File: config.mk
export PLATFORM = sky130hd
export DESIGN_NAME = acknack_port
export DESIGN_NICKNAME = d
export VERILOG_FILES = /design/src/verilog/udp_pkg.sv /design/src/verilog/acknack_port.sv
export SDC_FILE = /design/constraint.sdc
export NUM_CORES = 1
export LEC_CHECK = 0
export BUFFER_PORTS_ARGS = -buffer_cell sky130_fd_sc_hd__buf_2
export CAP_MARGIN = 20
export CORE_MARGIN = 2
export CORE_UTILIZATION = 48
export DETAILED_ROUTE_END_ITERATION = 10
export PLACE_DENSITY = 0.8
export SKIP_LAST_GASP = 1
export SLEW_MARGIN = 10
export SYNTH_ARGS = -nofsm -noshare
export SYNTH_HDL_FRONTEND = slang
export SYNTH_SLANG_ARGS = --single-unit
File: constraint.sdc
create_clock -name clk156 -period 3.84 [get_ports clk156]
set_clock_uncertainty 0.05 [all_clocks]
set_input_delay 0.768 -clock clk156 [delete_from_list [all_inputs] [get_ports clk156]]
set_output_delay 0.768 -clock clk156 [all_outputs]
set_load 0.01 [all_outputs]
File: src/verilog/udp_pkg.sv
`default_nettype none

package udp_pkg;

    // One stream beat, last marks the final beat of a packet
    typedef struct packed {
        logic [63:0] data;
        logic        last;
    } udp_beat_t;

    // Layout of a header beat, most significant field first
    typedef struct packed {
        logic [31:0] src_ip;
        logic [15:0] src_port;
        logic [15:0] dst_port;
    } udp_hdr_t;

    // Low 16 bits of an accepted qword
    typedef logic [15:0] acknack_t;

    localparam int NUM_HANDLER = 2;

    // 'Ta' and 'Tn'
    localparam logic [15:0] ACK_PORT  = 16'd21601;
    localparam logic [15:0] NACK_PORT = 16'd21614;

    // Any of these bits set in a qword rejects it
    localparam logic [63:0] ACK_CHECK_MASK  = 64'h800000FF_FFF00000;
    localparam logic [63:0] NACK_CHECK_MASK = 64'h000000FF_FFFFFFFF;

    // Entry 0 is the ack handler, entry 1 the nack handler
    localparam logic [NUM_HANDLER-1:0][15:0] HANDLER_PORTS = {
        NACK_PORT,
        ACK_PORT
    };
    localparam logic [NUM_HANDLER-1:0][63:0] HANDLER_MASKS = {
        NACK_CHECK_MASK,
        ACK_CHECK_MASK
    };

    typedef enum logic [2:0] {
        IDLE,
        HEADER,
        PAYLOAD,
        RESP_HDR,
        RESP_CNT
    } handler_state_e;

endpackage

`default_nettype wire

File: src/verilog/acknack_port.sv
`timescale 1ns/1ns
`default_nettype none

module acknack_port #(
    parameter logic [15:0] HANDLER_PORT = udp_pkg::ACK_PORT,
    parameter logic [63:0] CHECK_MASK   = udp_pkg::ACK_CHECK_MASK
) (
    input  wire                     clk156,
    input  wire                     arst_n_i,
    input  wire                     event_open_i,
    input  wire udp_pkg::udp_beat_t req_beat_i,
    input  wire                     req_valid_i,
    output logic                    req_ready_o,
    output udp_pkg::udp_beat_t      resp_beat_o,
    output logic                    resp_valid_o,
    input  wire                     resp_ready_i,
    output udp_pkg::acknack_t       acknack_o,
    output logic                    acknack_valid_o,
    input  wire                     acknack_ready_i
);

    udp_pkg::handler_state_e state_q;
    udp_pkg::udp_hdr_t       req_hdr;
    udp_pkg::udp_hdr_t       resp_hdr;
    logic [31:0]             src_ip_q;
    logic [15:0]             src_port_q;
    logic [15:0]             count_q;
    logic                    ack_free;
    logic                    req_xfer;
    logic                    qword_ok;
    logic                    ack_load;

    assign req_hdr  = req_beat_i.data;
    assign ack_free = !acknack_valid_o || acknack_ready_i;
    assign qword_ok = event_open_i && ((req_beat_i.data & CHECK_MASK) == 64'd0);

    // Payload stalls while the acknack word is stuck
    always_comb begin
        case (state_q)
            udp_pkg::HEADER:  req_ready_o = 1'b1;
            udp_pkg::PAYLOAD: req_ready_o = ack_free;
            default:          req_ready_o = 1'b0;
        endcase
    end

    assign req_xfer = req_valid_i && req_ready_o;
    assign ack_load = (state_q == udp_pkg::PAYLOAD) && req_xfer && qword_ok;

    always_ff @(posedge clk156 or negedge arst_n_i) begin
        if (!arst_n_i) begin
            state_q <= udp_pkg::IDLE;
            count_q <= '0;
        end else begin
            case (state_q)
                udp_pkg::IDLE: begin
                    count_q <= '0;
                    if (req_valid_i) begin
                        state_q <= udp_pkg::HEADER;
                    end
                end
                udp_pkg::HEADER: begin
                    if (req_xfer) begin
                        state_q <= req_beat_i.last ? udp_pkg::RESP_HDR : udp_pkg::PAYLOAD;
                    end
                end
                udp_pkg::PAYLOAD: begin
                    if (ack_load) begin
                        count_q <= count_q + 16'd1;
                    end
                    if (req_xfer && req_beat_i.last) begin
                        state_q <= udp_pkg::RESP_HDR;
                    end
                end
                udp_pkg::RESP_HDR: begin
                    if (resp_ready_i) begin
                        state_q <= udp_pkg::RESP_CNT;
                    end
                end
                udp_pkg::RESP_CNT: begin
                    if (resp_ready_i) begin
                        state_q <= udp_pkg::IDLE;
                    end
                end
                default: state_q <= udp_pkg::IDLE;
            endcase
        end
    end

    // Sender address for the reply
    always_ff @(posedge clk156) begin
        if (state_q == udp_pkg::HEADER && req_xfer) begin
            src_ip_q   <= req_hdr.src_ip;
            src_port_q <= req_hdr.src_port;
        end
    end

    always_ff @(posedge clk156 or negedge arst_n_i) begin
        if (!arst_n_i) begin
            acknack_valid_o <= 1'b0;
        end else if (ack_load) begin
            acknack_valid_o <= 1'b1;
        end else if (acknack_ready_i) begin
            acknack_valid_o <= 1'b0;
        end
    end

    always_ff @(posedge clk156) begin
        if (ack_load) begin
            acknack_o <= req_beat_i.data[15:0];
        end
    end

    // Reply goes back to where the request came from
    assign resp_hdr = '{src_ip: src_ip_q, src_port: HANDLER_PORT, dst_port: src_port_q};

    assign resp_valid_o     = (state_q == udp_pkg::RESP_HDR) || (state_q == udp_pkg::RESP_CNT);
    assign resp_beat_o.last = (state_q == udp_pkg::RESP_CNT);
    assign resp_beat_o.data = (state_q == udp_pkg::RESP_CNT) ? {48'd0, count_q} : resp_hdr;

endmodule

`default_nettype wire

**Word-level counts from Yosys, hierarchy flattened**

Index checks and enable logic that the tools add are counted.

- Logic and storage cells: 45
- Output and inout port bits: 84
- Bits of input ports: 71
- Register bits after elaboration: 84

- Equality and inequality tests: 10
- Reduce and logical (&&, ||, !) cells: 15
- Add/sub/neg operators: 1
- Mux-type cells: 13

Operator list:

| operator | number |
|---|---|
| $logic_not 64->1 | 1 |
| $mux 64 | 1 |
| $pmux 16 s2 | 1 |
| $add 16x1->16 const B | 1 |
| $mux 16 | 1 |
| $mux 3 | 5 |
| $pmux 3 s5 | 1 |
| $ne 2x2->1 const B | 4 |
| $eq 3x2->1 const B | 2 |
| $logic_and 1x1->1 | 6 |
| $reduce_and 5->1 | 1 |
| $ne 2x1->1 const B | 2 |
| $reduce_bool 2->1 | 2 |
| $eq 3x1->1 const B | 1 |
| $eq 3x3->1 const B | 1 |
| $logic_not 3->1 | 1 |
| $mux 1 | 3 |
| $logic_or 1x1->1 | 2 |
| $pmux 1 s2 | 1 |
| $reduce_and 2->1 | 1 |
| $logic_not 1->1 | 1 |

**Longest topological paths before layout**

- Word-level depth: 8
- Mapped depth: 8
- Mapped depth without buffers: 6

**Worst setup path before layout**

No wires, ideal clock.

- Path kind: input port to flip-flop
- Start: in req_valid_i
- End: reg src_ip_q[0] (enable)
- Setup time: 453 ps
- Buffers on the path: 0
- Cell stages on the path: 3
- Arrival: 3,042 ps
- Path slack: 295 ps
- Required time: 3,337 ps
- Cells stage by stage: nor2b_1 > inv_1 > nor2_1

- Longest elaborated chain between the ends: 2

Ends and longest elaborated chain:

| what | RTL line | text |
|---|---|---|
| start, declared | acknack_port.sv:12 | `input wire req_valid_i,` |
| $logic_and 1x1->1 | acknack_port.sv:46 | `assign req_xfer = req_valid_i && req_ready_o;` |
| $logic_and 1x1->1 | acknack_port.sv:91 | `if (state_q == udp_pkg::HEADER && req_xfer) begin` |
| end signal, assigned | acknack_port.sv:92 | `src_ip_q <= req_hdr.src_ip;` |
| end, declared | acknack_port.sv:25 | `logic [31:0] src_ip_q;` |

Every way passes these cells.
A chain may end at the register's enable or synchronous reset.

==> flow_metrics.py <==
metrics = {
    "power_and_ir_drop": {
        "total_power_w": 0.002420,
        "power_density_mw_per_mm2": 521.0,
        "p_leak_nw": 1.964,
        "peakVddDrop_v": 0.0002999,
    },
    "floorplanning": {
        "die_height_um": 92.31,
        "core_area_mm2": 0.007647,
        "start_util": 0.4895,
        "dieArea_mm2": 0.008521,
        "num_io_pins": 155,
        "fp-row-count": 32,
        "die_x_um": 92.31,
    },
    "yosys": {
        "syn_inst": 312,
        "yosys.area.top_type": "edfxtp_1",
        "synth_area_mm2": 0.003744,
        "syn_area_per_cell_um2": 12.00,
        "synthFlopType": "edfxtp_1",
        "synth_async_sr_flop_share": 0.2381,
        "synth_top_family_by_area": "simple AND/OR/NAND/NOR gates",
        "synth-xor-area-share": 0,
        "synth_most_common_cell": "edfxtp_1",
        "ys_top_cells_by_area": "edfxtp_1, dfrtp_1, and2_1",
        "synth_compound_area_frac": 0.06885,
        "ys_warn_count": 0,
        "ys_types": 46,
        "synthTopCellsByCount": "edfxtp_1, nand2_1, and2_1, dfrtp_1",
        "muxShareOfSynthArea": 0.005348,
        "synthSimpleGateAreaFrac": 0.2149,
        "synth_fa_ha_area_frac": 0.003342,
        "ys_ff_latch": 84,
        "synth_edf_count": 64,
        "yosysTopAreaCellShare": 0.5134,
        "seq_area_frac_synth": 0.6471,
    },
    "final_layout": {
        "drive_gt1_frac": 0.3890,
        "postLayoutCellArea_mm2": 0.004644,
        "diodes": 0,
        "nets": 522,
        "final_util": 0.6073,
        "syn_to_final_growth_pct": 24.06,
        "fin_cells": 557,
        "fillers": 640,
    },
    "setup_path": {
        "cp_cell_sequence": "nor2_1, nand2_1, buf_4, and2_1, buf_2",
        "critPathMaxStageDelay_ns": 0.62,
        "start_kind": "flop",
        "worstPathArrival_ns": 2.16,
        "crit_type": "flop to primary output",
        "cp_max_fo": 47,
        "slowest_stage": "dfrtp_1",
        "worstPathRequired_ns": 3.02,
        "endpoint_kind": "primary output",
    },
    "cts": {
        "holdBufCountCts": 0,
        "cts_tree": "done",
        "clk_path_buf_depth": 2,
        "ctsResizeCount": 0,
        "path_clk_slew_ns": 0.09,
        "root_buffer": "clkbuf_8",
        "cts_setup_buffers": 0,
        "cts_made_buffers": 9,
        "cts.sinks": 84,
        "cts-htree-levels": 3,
        "clock_latency_ns": 0.36,
    },
    "detailed_routing": {
        "remaining_drc_errors": 0,
        "routed_via_density": 5.068,
        "initialDrtViolationCount": 212,
        "first_pass_iters": 4,
        "vias": 2823,
        "antenna_left": 0,
        "wirelength_um": 8018,
        "drt-wirelength-per-cell_um": 14.39,
    },
    "place": {
        "placedInstanceArea_mm2": 0.004463,
        "dp_hpwl_um": 5846,
        "numPortBuffers": 144,
        "dp_cells": 541,
        "place_congestion": 0.8660,
    },
    "grt": {
        "grt.total_usage": 0.1948,
        "grt_start_max_net_pins": 49,
        "grt_pass1_vias": 2797,
        "grt_pass1_wl_um": 12980,
        "grt.overflow.total": 0,
        "antenna_found_initial": 0,
    },
    "timing": {
        "finalSetupTns_ns": 0,
        "fin_crit_sh": 0.7751,
        "finalSetupViolCount": 0,
        "timing.fmax_mhz": 336.0,
        "final_max_slew_viol_count": 0,
        "grt_setup_unrepaired": "false",
        "hold_viol_final": 0,
        "slew_headroom": 0.5331,
        "tightest_slew_ns": 0.6960,
        "min_period_ns": 2.976,
    },
    "job": {
        "max_cap_viol_count": 0,
    },
    "status": {
        "status": "completed",
    },
    "min_path": {
        "min_path_type": "input pin to async pin",
    },
}
[worst max-delay path, delay by kind of cell (launching register included)]
family	cells	cell delay, ns
buffers and inverters	2	0.55
and+or+nand+nor	3	0.62
DFF	1	0.62
[flip-flops by register name, indices dropped and copies added (netlist names)]
name             count
acknack_valid_o      1
src_port_q          16
acknack_o           16
count_q             16
src_ip_q            32
state_q              3
[report_power, final]
group	internal [W]	total (W)	switching (W)
Sequential	0.00111	0.00118	0.0000630
Clock	0.000245	0.000585	0.000340
Combinational	0.000268	0.000659	0.000391
[final cells by class]
| cell class | instances | area [um2] | area share |
|---|---|---|---|
| clock inverter | 7 | 57.56 | 0.01239 |
| tap | 102 | 127.6 | 0.02748 |
| clock buffer | 9 | 123.9 | 0.02667 |
| inverter | 6 | 22.52 | 0.004849 |
| timing repair buffer | 148 | 750.7 | 0.1616 |
| sequential | 84 | 2422 | 0.5216 |
| multi-input combinational | 201 | 1140 | 0.2454 |
[final timing paths]
check | startpoint | endpoint | slack, ns | cells after the start
setup / recovery | state_q[0] | resp_beat_o[52] | 0.86 | 5
hold / removal | arst_n_i | state_q[2] | 0.29 | 1
min in group clk156 | count_q[15] | count_q[15] | 0.47 | 1
setup reg to reg | state_q[2] | count_q[11] | 1.34 | 7
max in group asynchronous | arst_n_i | count_q[15] | 3.12 | 1
hold reg to reg | count_q[15] | count_q[15] | 0.47 | 1
[layout by cell type, fill, tap and decap left out, types with 2 or more instances in the layout]
cell type and n:
buf_2 144, edfxtp_1 64, nand2_1 54, and2_1 34, dfrtp_1 20, a21oi_1 15
o21ai_0 12, nand4_1 12, conb_1 10, clkbuf_8 9, nor2_1 8, o31ai_1 6
inv_1 5, nor4_1 5, nand3_1 5, or3_1 5, or4_1 4, buf_4 4
nor3_1 3, nand4b_1 3, inv_6 3, mux2i_1 2, clkinvlp_4 2
[through the flow]
stage	hold WS, ns	worst slack, ns
floorplan	0.4024	0.2947
global placement	0.4583	0.9426
detailed placement	0.4590	0.8972
CTS	0.3066	0.8404
global route	0.3157	0.6957
finish	0.2929	0.8637
[cell families after synthesis]
logic type      Yosys count
simple gates            147
flops                    84
compound gates           41
buf+inv                  36
mux                       2
fa+ha+maj                 1
other cells               1
[metal layers]
metal / part of all wire / vias up / global-route usage
met2: 0.49 / 148 / 0.3297
li1: - / 1368 / -
met5: 0 / - / 0
met1: 0.38 / 1290 / 0.2234
met3: 0.11 / 17 / 0.07486
met4: 0.020 / 0 / 0.07587
No activity file was read; power rests on OpenSTA's default activity.
