<file path="config.mk">
export PLATFORM = sky130hd
export DESIGN_NAME = udp_port_switch
export DESIGN_NICKNAME = d
export VERILOG_FILES = /design/src/verilog/udp_pkg.sv /design/src/verilog/udp_port_switch.sv
export SDC_FILE = /design/constraint.sdc
export NUM_CORES = 1
export LEC_CHECK = 0
export ABC_CLOCK_PERIOD_IN_PS = 7600
export BUFFER_PORTS_ARGS = -buffer_cell sky130_fd_sc_hd__buf_2
export CORE_UTILIZATION = 25
export CTS_CLUSTER_SIZE = 8
export DETAILED_ROUTE_END_ITERATION = 16
export HOLD_SLACK_MARGIN = 0.12
export PLACE_DENSITY_LB_ADDON = 0.25
export SLEW_MARGIN = 5
export SYNTH_ARGS = -nofsm -noshare
export SYNTH_HDL_FRONTEND = slang
export SYNTH_SLANG_ARGS = --single-unit
</file>
<file path="constraint.sdc">
create_clock -name clk156 -period 7.6 [get_ports clk156]
set_clock_uncertainty 0.2 [all_clocks]
set_input_delay 1.14 -clock clk156 [delete_from_list [all_inputs] [get_ports clk156]]
set_output_delay 1.14 -clock clk156 [all_outputs]
set_load 0.03 [all_outputs]
</file>
<file path="src/verilog/udp_pkg.sv">
`default_nettype none

package udp_pkg;

    // One stream beat, last marks the final beat of a packet
    typedef struct packed {
        logic [63:0] data;
        logic        last;
    } udp_beat_t;

    // Layout of a header beat, most significant field first
    typedef struct packed {
        logic [31:0] src_ip;
        logic [15:0] src_port;
        logic [15:0] dst_port;
    } udp_hdr_t;

    // Low 16 bits of an accepted qword
    typedef logic [15:0] acknack_t;

    localparam int NUM_HANDLER = 2;

    // 'Ta' and 'Tn'
    localparam logic [15:0] ACK_PORT  = 16'd21601;
    localparam logic [15:0] NACK_PORT = 16'd21614;

    // Any of these bits set in a qword rejects it
    localparam logic [63:0] ACK_CHECK_MASK  = 64'h800000FF_FFF00000;
    localparam logic [63:0] NACK_CHECK_MASK = 64'h000000FF_FFFFFFFF;

    // Entry 0 is the ack handler, entry 1 the nack handler
    localparam logic [NUM_HANDLER-1:0][15:0] HANDLER_PORTS = {
        NACK_PORT,
        ACK_PORT
    };
    localparam logic [NUM_HANDLER-1:0][63:0] HANDLER_MASKS = {
        NACK_CHECK_MASK,
        ACK_CHECK_MASK
    };

    typedef enum logic [2:0] {
        IDLE,
        HEADER,
        PAYLOAD,
        RESP_HDR,
        RESP_CNT
    } handler_state_e;

endpackage

`default_nettype wire

</file>
<file path="src/verilog/udp_port_switch.sv">
`timescale 1ns/1ns
`default_nettype none

module udp_port_switch #(
    parameter int                           NUM_HANDLER   = 2,
    parameter logic [NUM_HANDLER-1:0][15:0] HANDLER_PORTS = '0
) (
    input  wire                     clk156,
    input  wire                     arst_n_i,
    input  wire udp_pkg::udp_beat_t in_beat_i,
    input  wire                     in_valid_i,
    output logic                    in_ready_o,
    output udp_pkg::udp_beat_t      hnd_beat_o [NUM_HANDLER],
    output logic [NUM_HANDLER-1:0]  hnd_valid_o,
    input  wire  [NUM_HANDLER-1:0]  hnd_ready_i
);

    localparam int IDX_W = (NUM_HANDLER > 1) ? $clog2(NUM_HANDLER) : 1;

    udp_pkg::udp_hdr_t hdr;
    logic              in_hdr_q;
    logic              sel_hit_q;
    logic [IDX_W-1:0]  sel_q;
    logic              match_hit;
    logic [IDX_W-1:0]  match_idx;
    logic              tgt_hit;
    logic [IDX_W-1:0]  tgt_idx;
    logic              in_xfer;

    assign hdr = in_beat_i.data;

    // Lowest matching entry wins
    always_comb begin
        match_hit = 1'b0;
        match_idx = '0;
        for (int i = NUM_HANDLER - 1; i >= 0; i--) begin
            if (hdr.dst_port == HANDLER_PORTS[i]) begin
                match_hit = 1'b1;
                match_idx = IDX_W'(i);
            end
        end
    end

    // Header beats decode live, later beats follow the latched choice
    assign tgt_hit = in_hdr_q ? match_hit : sel_hit_q;
    assign tgt_idx = in_hdr_q ? match_idx : sel_q;

    // Unmatched packets are always taken and dropped
    assign in_ready_o = !tgt_hit || !hnd_valid_o[tgt_idx] || hnd_ready_i[tgt_idx];
    assign in_xfer    = in_valid_i && in_ready_o;

    always_ff @(posedge clk156 or negedge arst_n_i) begin
        if (!arst_n_i) begin
            in_hdr_q  <= 1'b1;
            sel_hit_q <= 1'b0;
            sel_q     <= '0;
        end else if (in_xfer) begin
            in_hdr_q <= in_beat_i.last;
            if (in_hdr_q) begin
                sel_hit_q <= match_hit;
                sel_q     <= match_idx;
            end
        end
    end

    // One output register per handler path
    for (genvar g = 0; g < NUM_HANDLER; g++) begin : gen_out
        logic               load;
        logic               valid_q;
        udp_pkg::udp_beat_t beat_q;

        assign load = in_xfer && tgt_hit && (tgt_idx == IDX_W'(g));

        always_ff @(posedge clk156 or negedge arst_n_i) begin
            if (!arst_n_i) begin
                valid_q <= 1'b0;
            end else if (load) begin
                valid_q <= 1'b1;
            end else if (hnd_ready_i[g]) begin
                valid_q <= 1'b0;
            end
        end

        always_ff @(posedge clk156) begin
            if (load) begin
                beat_q <= in_beat_i;
            end
        end

        assign hnd_valid_o[g] = valid_q;
        assign hnd_beat_o[g]  = beat_q;
    end

endmodule

`default_nettype wire

</file>
Word level (Yosys, flattened, before mapping)
Index checks and enable logic that the tools add are counted.
Operators by class
  bitwise gates (word level): 1
  multiplexer cells: 11
  reductions and logical operators: 11
  $lt $le $gt $ge: 1
Operator list (count)
  16-bit logical NOT: 1
  1-bit two-way mux: 11
  1-bit logical AND: 4
  2-bit nonzero test: 2
  1-bit logical NOT: 2
  1-bit logical OR: 2
  1-bit by 2-bit < comparator with 1-bit output (second input constant): 1
  1-bit NOT: 1
Word-level totals
  input bits: 70
  register bits: 135

Depth between registers and ports, before layout
Gate-level depths: netlist of the first run.
  depth in word-level cells: 10
  mapped depth: 4
  gate-level depth less buffers: 4

Worst setup path before layout of the first run
OpenSTA, ideal clock, no wires.
  kind: input-to-reg
  start: input port in_beat_i[4] (netlist bit)
  end: register gen_out[1].beat_q, in the netlist hnd_beat_o[0], enable pin
  slack: 0.916 ns
  cell stages on the path: 4
  arrival time: 5.942 ns
  cell sequence: or4_4 -> nor3_4 -> nand2_2 -> a2111oi_2
On the way
  word-level cells in the longest chain between the ends: 9
RTL lines
  start, declared: RTL line udp_port_switch.sv:10  | input wire udp_pkg::udp_beat_t in_beat_i,
  16-bit logical NOT *: RTL line udp_port_switch.sv:37  | if (hdr.dst_port == HANDLER_PORTS[i]) begin
  1-bit two-way mux *: RTL line udp_port_switch.sv:37
  1-bit two-way mux *: RTL line udp_port_switch.sv:45  | assign tgt_hit = in_hdr_q ? match_hit : sel_hit_q;
  1-bit logical NOT: RTL line udp_port_switch.sv:49  | assign in_ready_o = !tgt_hit || !hnd_valid_o[tgt_idx] || hnd_ready_i[tgt_idx];
  1-bit logical OR (2 in a row): RTL line udp_port_switch.sv:49
  1-bit logical AND: RTL line udp_port_switch.sv:50  | assign in_xfer = in_valid_i && in_ready_o;
  1-bit logical AND * (2 in a row): RTL line udp_port_switch.sv:72  | assign load = in_xfer && tgt_hit && (tgt_idx == IDX_W'(g));
  via gen_out[1].load: RTL line udp_port_switch.sv:68  | logic load;
  end signal, assigned: RTL line udp_port_switch.sv:86  | beat_q <= in_beat_i;
  end, declared: RTL line udp_port_switch.sv:70  | udp_pkg::udp_beat_t beat_q;
The timed path passes the listed nets; every way through them passes the cells marked *.
A chain may end at the register's enable or synchronous reset.

Worst setup path in the final report of the first run
  start: input port in_beat_i[4] (netlist bit)
  end: output port in_ready_o
On the way
  word-level cells in the longest chain between the ends: 6
RTL lines
  16-bit logical NOT: RTL line udp_port_switch.sv:37
  1-bit two-way mux: RTL line udp_port_switch.sv:37
  1-bit two-way mux: RTL line udp_port_switch.sv:45
  1-bit logical NOT: RTL line udp_port_switch.sv:49
  1-bit logical OR (2 in a row): RTL line udp_port_switch.sv:49
  end, declared: RTL line udp_port_switch.sv:12  | output logic in_ready_o,
No other way between the ends.

==> reports/metrics.sh, run 1 <==
CRITICAL_PATH.REG2REG.ENDPOINT='hnd_beat_o[105]'
SETUP_VIOL=0
SETUP_TOTAL_NEGATIVE_SLACK_PS=0
TIMING.MAX_CAP.VIOLATIONS=0
WORST_SLEW_MARGIN_REL_PCT=32.5
NUMPORTBUFFERS=202
GRT_USE_MET1_PCT=12.2
CTS_BUFFERS=17
SYNTH_TOP_FLOP_CELL='sky130_fd_sc_hd__edfxtp_1'
DP_CELLS=592
WORST_SETUP_PATH_STARTPOINT='in_beat_i[4]'
STARTPOINT_TYPE='primary input'
HOLD_PATH_STARTPOINT='sel_q'
TRITONCTS='built'
GRT_OVERFLOW=0
FMAX_MHz=260
CLKSLEWWORSTSETUPHOLDPATHS_PS=60
WORST-SETUP-PATH-TYPE='in -> out'
GRT_USE_MET3_PCT=4.98
PLACE_CONGESTION=0.748
P_INT_uW=1240
POSTSYNTHAREAPERCELL_UM2=25.2
EFFECTIVE_UTILIZATION_AT_FLOORPLAN_PCT=25.7
CLOCKROOTBUFFER='sky130_fd_sc_hd__clkbuf_16'
DETAIL_ROUTE.WL_PER_CELL_UM=14.7
FIN_CRIT_PS=3840
REGTOREGSETUPSLACK_PS=4410
HP-CLASS='reg -> reg'
FINALNETCOUNT=461
DIE_AREA_MM2=0.0176
SHARE_COMB_OF_TOTAL_POWER_PCT=1.8
FINALWIRELENGTH_MM=9.16
HTREE_LEVELS=4
SEQPWRFRAC_PCT=53.6
VIAS=2425
GRTUSAGETOTAL_PCT=10.7
STATUS='finished clean'
CTS_NUM_SINKS=135
TIMING.FINAL.MAX_SLEW_VIOLATIONS=0
DIE_HEIGHT_UM=133
TIMING.FINAL.HOLD_VIOLATIONS=0
DISTINCT_CELL_TYPE_COUNT_AFTER_SYNTHESIS=26
SYN_NETS=239
SYNTH-EDFF-COUNT=130
POWER.SWITCHING_uW=288
PORTION_OF_THE_POST_SYNTHESIS_AREA_USED_BY_SEQUENTIAL_ELEMENTS_PCT=94.7
CTS_BUFFER_DEPTH=2
GRT-BUSIEST-LAYER='met2'
DRIVE_ABOVE_1_SHARE_PCT=58.1
CORE_MM2=0.0166
YOSYSWARNINGS=0
ROUTE.DETAILED.DRC=0
GRT_ANTENNA_BEFORE_REPAIR=0
ROW_COUNT=47
DR.FIRST_ITER.DRC_COUNT=92
FIRST_GLOBAL_VIAS=2581
MIN_TO='sel_q'
PLACE.DETAILED.HPWL_MM=6.42
AREA_DELTA_SYNTH_FINAL_PCT=42.1
DR.PASS1.ITERS=4
POWER.SHARE.SWITCHING_PCT=18.9
CTS_REPAIR_RESIZE_COUNT=0
N_ANTENNA_CELL=0
CTSHOLDBUFFERS=0
CRITICAL_PATH_PEAK_FANOUT=3
SYN-CELL-AREA_MM2=0.00426
LEADING_CELL_TYPES_IN_THE_LAYOUT_FILL_AND_TAPS_EXCLUDED='sky130_fd_sc_hd__buf_2, sky130_fd_sc_hd__edfxtp_1, sky130_fd_sc_hd__clkbuf_16, sky130_fd_sc_hd__clkbuf_1'
VIAS_PER_CELL=3.90
PIN_COUNT_OF_THE_BIGGEST_NET_ENTERING_GLOBAL_ROUTING=36
FIRST_PASS_GRT_WIRE_LENGTH_MM=13.9
GRTUSAGEMET2_PCT=17.2
TIMING.CRITICAL_PATH.ARRIVAL_PS=2500
FINISH.CELL_COUNT_WITHOUT_FILLERS=621
ROUTE.ANTENNA.REMAINING_NETS=0
YS_SEQ_ELEMENTS=135
TOTAL_LEAKAGE_POWER_uW=0.00235
CLK_LATENCY_PS=400
GRT_SETUP_UNREPAIRED='no'
PERIOD_SHARE_PCT=50.6
TIMING.CRITICAL_PATH.TO_TYPE='primary output'
ASYNCSETRESETFLOPFRACSYNTH_PCT=3.70
VDD_DROP_MAX_mV=0.147
MEASURED_SLEW_AT_THE_WORST_SLEW_CHECK_PIN_PS=1010
REGTOREGSTARTPOINT='in_hdr_q'
REG2REG_DEPTH=5
DIE-WIDTH_UM=133
POWER_DENSITY_mW_PER_MM2=252
LAYOUT_COMMONEST_CELL='sky130_fd_sc_hd__buf_2'
HOLD-PATH-CELL-COUNT=2
SYNTH_CELLS=169
WP_DATA_REQUIRED_PS=6260
CLOCKPOWERSHARE_PCT=44.5
CTS_SETUP_BUFFERS=0
FLOORPLAN.IO_PINS=203
-- layer usage --
metal,up-vias,part of all wire (%)
met5,-,0
met4,0,1.6
met3,12,7.9
met2,109,50
met1,1185,41
li1,1119,-
-- cell usage after synthesis (2+ instances only) --
cell                       count  share of area (%)
sky130_fd_sc_hd__a21boi_0      2               0.35
sky130_fd_sc_hd__buf_4         2               0.35
sky130_fd_sc_hd__dfrtp_1       4                2.4
sky130_fd_sc_hd__edfxtp_1    130                 92
sky130_fd_sc_hd__inv_1         3               0.26
sky130_fd_sc_hd__nand2_1       3               0.26
sky130_fd_sc_hd__nand2b_1      4               0.59
sky130_fd_sc_hd__nand3_1       2               0.24
sky130_fd_sc_hd__nor2_1        2               0.18
-- cell type report --
| class | count | area (um2) |
|---|---|---|
| clock inverters | 7 | 33.8 |
| clock buffers | 22 | 444 |
| multi-input cells | 29 | 221 |
| repair buffers | 205 | 1030 |
| inverters | 3 | 11.3 |
| flip-flops and latches | 135 | 4030 |
| fillers | 1634 | 10500 |
| well taps | 220 | 275 |
-- registers in the layout, summed over array words and instances (netlist names) --
name,cells
hnd_beat_o,130
in_hdr_q,1
sel_q,1
gen_out.valid_q,2
sel_hit_q,1
-- worst max-delay path by stage --
stage / to / slack, ps / cells past startpoint
after detailed placement: hnd_beat_o[119] / 3340 / 6
after global placement: hnd_beat_o[110] / 3330 / 6
after floorplan: hnd_beat_o[0] / 920 / 4
final: in_ready_o / 3760 / 6
after global routing: hnd_beat_o[105] / 3670 / 6
after CTS: in_ready_o / 3740 / 6
-- worst max-delay path: stages --
cell and delay [ps]:
sky130_fd_sc_hd__buf_2 110, sky130_fd_sc_hd__or4_4 550, sky130_fd_sc_hd__nor3_4 190, sky130_fd_sc_hd__nand2_2 120, sky130_fd_sc_hd__a21bo_2 230, sky130_fd_sc_hd__buf_2 170
-- kinds of logic after synthesis --
family,share of synthesized area (%)
AOI/OAI and AO/OA,1.82
buffers and inverters,0.617
DFF,94.7
muxes,0.235
and+or+nand+nor,2.67
-- stage by stage --
stage          utilization, %  hold slack [ps]  instance area (um2)  power, uW  worst slack [ps]
6_report                 36.5              293                 6050       1520              3760
3_3_place_gp             33.6              285                 5570        859              3330
4_1_cts                  36.5              292                 6050       1550              3740
3_5_place_dp             33.6              285                 5570        861              3340
2_1_floorplan               -              271                 4260        835               916
5_1_grt                  36.5              325                 6050       1580              3670
-- power by group through the flow --
stage	Clock, uW	Combinational, uW	Sequential [uW]
after CTS	703	28.2	817
after global placement	0	26.8	832
after detailed placement	0	28.2	832
after global routing	731	31.1	817
after floorplan	0	2.96	832
final	679	28.0	818
Power figures use the tool's default switching activity.
==> inputs of run 2 (changes only) <==
Settings changed: ABC_CLOCK_PERIOD_IN_PS 7600 to 3710.
Clock period 7.6 ns to 3.71 ns, I/O delays scaled along.
==> run 2 against run 1 <==
Against the previous run: register-to-register slack worse by 3300 ps; global-route usage up 0.74 points; sequential share of layout area fell by 4.2 points; final area is 6.7% higher; worst setup slack lost 3100 ps; clock power rose by 120%; via count rose by 6.5%; non-clock buffer count increased by 36; sequential cell count is the same; core utilization up 2.4 points; critical endpoint unchanged; largest power group unchanged.
==> reports/metrics.sh, run 2 (same netlist as run 1, synthesis figures left out) <==
STATUS='finished clean'  # unchanged
PLACE.DETAILED.HPWL_MM=6.49  # was 6.42 mm
TRITONCTS='built'  # unchanged
CTS_BUFFER_DEPTH=2  # unchanged
CTS_BUFFERS=17  # unchanged
WORST_SLEW_MARGIN_REL_PCT=65.7  # was 32.5%
FIRST_GLOBAL_VIAS=2710  # was 2,581
CORE_MM2=0.0166  # unchanged
GRTUSAGETOTAL_PCT=11.5  # was 10.7%
CLK_LATENCY_PS=410  # was 400 ps
FINISH.CELL_COUNT_WITHOUT_FILLERS=661  # was 621
DRIVE_ABOVE_1_SHARE_PCT=54.1  # was 58.1%
PERIOD_SHARE_PCT=83.4
WORST-SETUP-PATH-TYPE='in -> out'  # unchanged
CTSHOLDBUFFERS=34  # was 0
HTREE_LEVELS=4  # unchanged
TIMING.CRITICAL_PATH.ARRIVAL_PS=2340  # was 2500 ps
HP-CLASS='in -> reg'  # was reg -> reg
FIN_HOLD_WS_PS=144  # was 293 ps
CLOCKROOTBUFFER='sky130_fd_sc_hd__clkbuf_16'  # unchanged
TIMING.CRITICAL_PATH.TO_TYPE='primary output'  # unchanged
ROUTE.DETAILED.DRC=0  # unchanged
CTS_REPAIR_RESIZE_COUNT=0  # unchanged
GRT_SETUP_UNREPAIRED='no'  # unchanged
MEASURED_SLEW_AT_THE_WORST_SLEW_CHECK_PIN_PS=514  # was 1010 ps
NUMPORTBUFFERS=202  # unchanged
ROUTE.ANTENNA.REMAINING_NETS=0  # unchanged
TIMING.FINAL.HOLD_VIOLATIONS=0  # unchanged
TIMING.MAX_CAP.VIOLATIONS=0  # unchanged
POWER_uW=3250  # was 1520 uW
TIMING.FINAL.MAX_SLEW_VIOLATIONS=0  # unchanged
FINALNETCOUNT=497  # was 461
CRITICAL_PATH_PEAK_FANOUT=3  # unchanged
LEADING_CELL_TYPES_IN_THE_LAYOUT_FILL_AND_TAPS_EXCLUDED='sky130_fd_sc_hd__buf_2, sky130_fd_sc_hd__edfxtp_1, sky130_fd_sc_hd__dlygate4sd3_1, sky130_fd_sc_hd__clkbuf_16'  # was sky130_fd_sc_hd__buf_2, sky130_fd_sc_hd__edfxtp_1, sky130_fd_sc_hd__clkbuf_16, sky130_fd_sc_hd__clkbuf_1
POWER_DENSITY_mW_PER_MM2=504  # was 252 mW/mm2
P_INT_uW=2630  # was 1240 uW
VIAS_PER_CELL=3.91  # was 3.90
LARGEST_REGISTER_FFS=130  # unchanged
PIN_COUNT_OF_THE_BIGGEST_NET_ENTERING_GLOBAL_ROUTING=39  # was 36
STARTPOINT_TYPE='primary input'  # unchanged
POWER.SWITCHING_uW=623  # was 288 uW
FIN_CRIT_PS=3090
VIAS=2582  # was 2,425
PLACE_CONGESTION=0.743  # was 0.748
MULTIINPUTGATEAREA_UM2=221  # unchanged
VDD_DROP_MAX_mV=0.279  # was 0.147 mV
AREA_DELTA_SYNTH_FINAL_PCT=51.6  # was 42.1%
FMAX_MHz=323
NFILLCELLS=1576  # was 1,634
SEQUENTIAL_CELL_AREA_MM2=0.00403  # unchanged
GRT_ANTENNA_BEFORE_REPAIR=2  # was 0
SHARE_COMB_OF_TOTAL_POWER_PCT=2.7  # was 1.8%
SETUP_TOTAL_NEGATIVE_SLACK_PS=0  # unchanged
FIRST_PASS_GRT_WIRE_LENGTH_MM=14.8  # was 13.9 mm
FINALINSTANCEAREA_MM2=0.00645  # was 0.00605 mm2
GRT_OVERFLOW=0  # unchanged
LAYOUT_COMMONEST_CELL='sky130_fd_sc_hd__buf_2'  # unchanged
CLKSLEWWORSTSETUPHOLDPATHS_PS=50  # was 60 ps
CTS_SETUP_BUFFERS=0  # unchanged
DP_CELLS=593  # was 592
DIE_AREA_MM2=0.0176  # unchanged
CTS_NUM_SINKS=135  # unchanged
FINALWIRELENGTH_MM=9.56  # was 9.16 mm
TOTAL_LEAKAGE_POWER_uW=0.00252  # was 0.00235 uW
SETUP_VIOL=0  # unchanged
DIE_HEIGHT_UM=133  # unchanged
ROW_COUNT=47  # unchanged
SEQPWRFRAC_PCT=51.5  # was 53.6%
FLOORPLAN.IO_PINS=203  # unchanged
POWER.SHARE.SWITCHING_PCT=19.2  # was 18.9%
PLACEMENT.CELL_AREA_MM2=0.00558  # was 0.00557 mm2
EFFECTIVE_UTILIZATION_AT_FLOORPLAN_PCT=25.7  # unchanged
WP_DATA_REQUIRED_PS=2950  # was 6260 ps
CLOCKPOWERSHARE_PCT=45.8  # was 44.5%
DR.FIRST_ITER.DRC_COUNT=104  # was 92
DR.PASS1.ITERS=4  # unchanged
DETAIL_ROUTE.WL_PER_CELL_UM=14.5  # was 14.7 um
DIE-WIDTH_UM=133  # unchanged
## run 2: cell count changes in the layout (fill, tap and decap cells not counted), sizes merged
cell         previous run  this run
clkinvlp                1         2
clkbuf                 22        19
diode                   0         1
dlygate4sd3             0        35
bufinv                  0         1
buf                   205       206
clkinv                  6        10
## run 2: final cells by class
| type | count | area share (%) |
|---|---|---|
| diodes | 1 | 0.0388 |
| clock buffers | 19 | 6.71 |
| clock inverters | 13 | 1.38 |
| inverters | 3 | 0.174 |
| multi-input cells | 29 | 3.43 |
| flip-flops and latches | 135 | 62.4 |
| well taps | 220 | 4.27 |
| repair buffers | 241 | 21.6 |
## run 2: layer usage
| layer | vias up | GRT usage, % | share of wire [%] |
|---|---|---|---|
| met5 | - | 0 | 0 |
| met4 | 0 | 5.62 | 2.2 |
| met3 | 18 | 5.10 | 7.8 |
| met2 | 114 | 18.7 | 51 |
| met1 | 1252 | 12.8 | 40 |
| li1 | 1198 | - | - |
## run 2: critical path, cell delays in order
cell,delay [ps]
sky130_fd_sc_hd__dlygate4sd3_1,530
sky130_fd_sc_hd__buf_2,140
sky130_fd_sc_hd__or4_4,430
sky130_fd_sc_hd__nor3_4,180
sky130_fd_sc_hd__nand2_2,110
sky130_fd_sc_hd__a21bo_2,220
sky130_fd_sc_hd__buf_2,170
## run 2: power groups by stage
stage	Sequential [uW]	Clock [uW]	Combinational (uW)
CTS	1670	1540	85.7
detailed placement	1710	0	57.4
floorplan	1710	0	6.53
global placement	1710	0	55.0
finish	1670	1490	86.4
global route	1670	1600	95.0
## run 2: worst paths after layout
| path | startpoint | to | slack, ps | cells after the start |
|---|---|---|---|---|
| setup / recovery | in_beat_i[7] | in_ready_o | 620 | 7 |
| hold / removal | in_beat_i[41] | hnd_beat_o[41] | 140 | 1 |
| setup reg to reg | in_hdr_q | hnd_beat_o[34] | 1130 | 5 |
| hold reg to reg | sel_q | sel_q | 300 | 2 |
| max in group asynchronous | arst_n_i | in_hdr_q | 2810 | 2 |
| min in group asynchronous | arst_n_i | gen_out[1].valid_q | 290 | 2 |
## run 2: metrics by stage
stage	worst slack, ps	utilization, %
final	617	38.9
after CTS	614	38.8
after global placement	796	33.6
after global routing	563	38.9
after floorplan	-558	-
after detailed placement	739	33.6
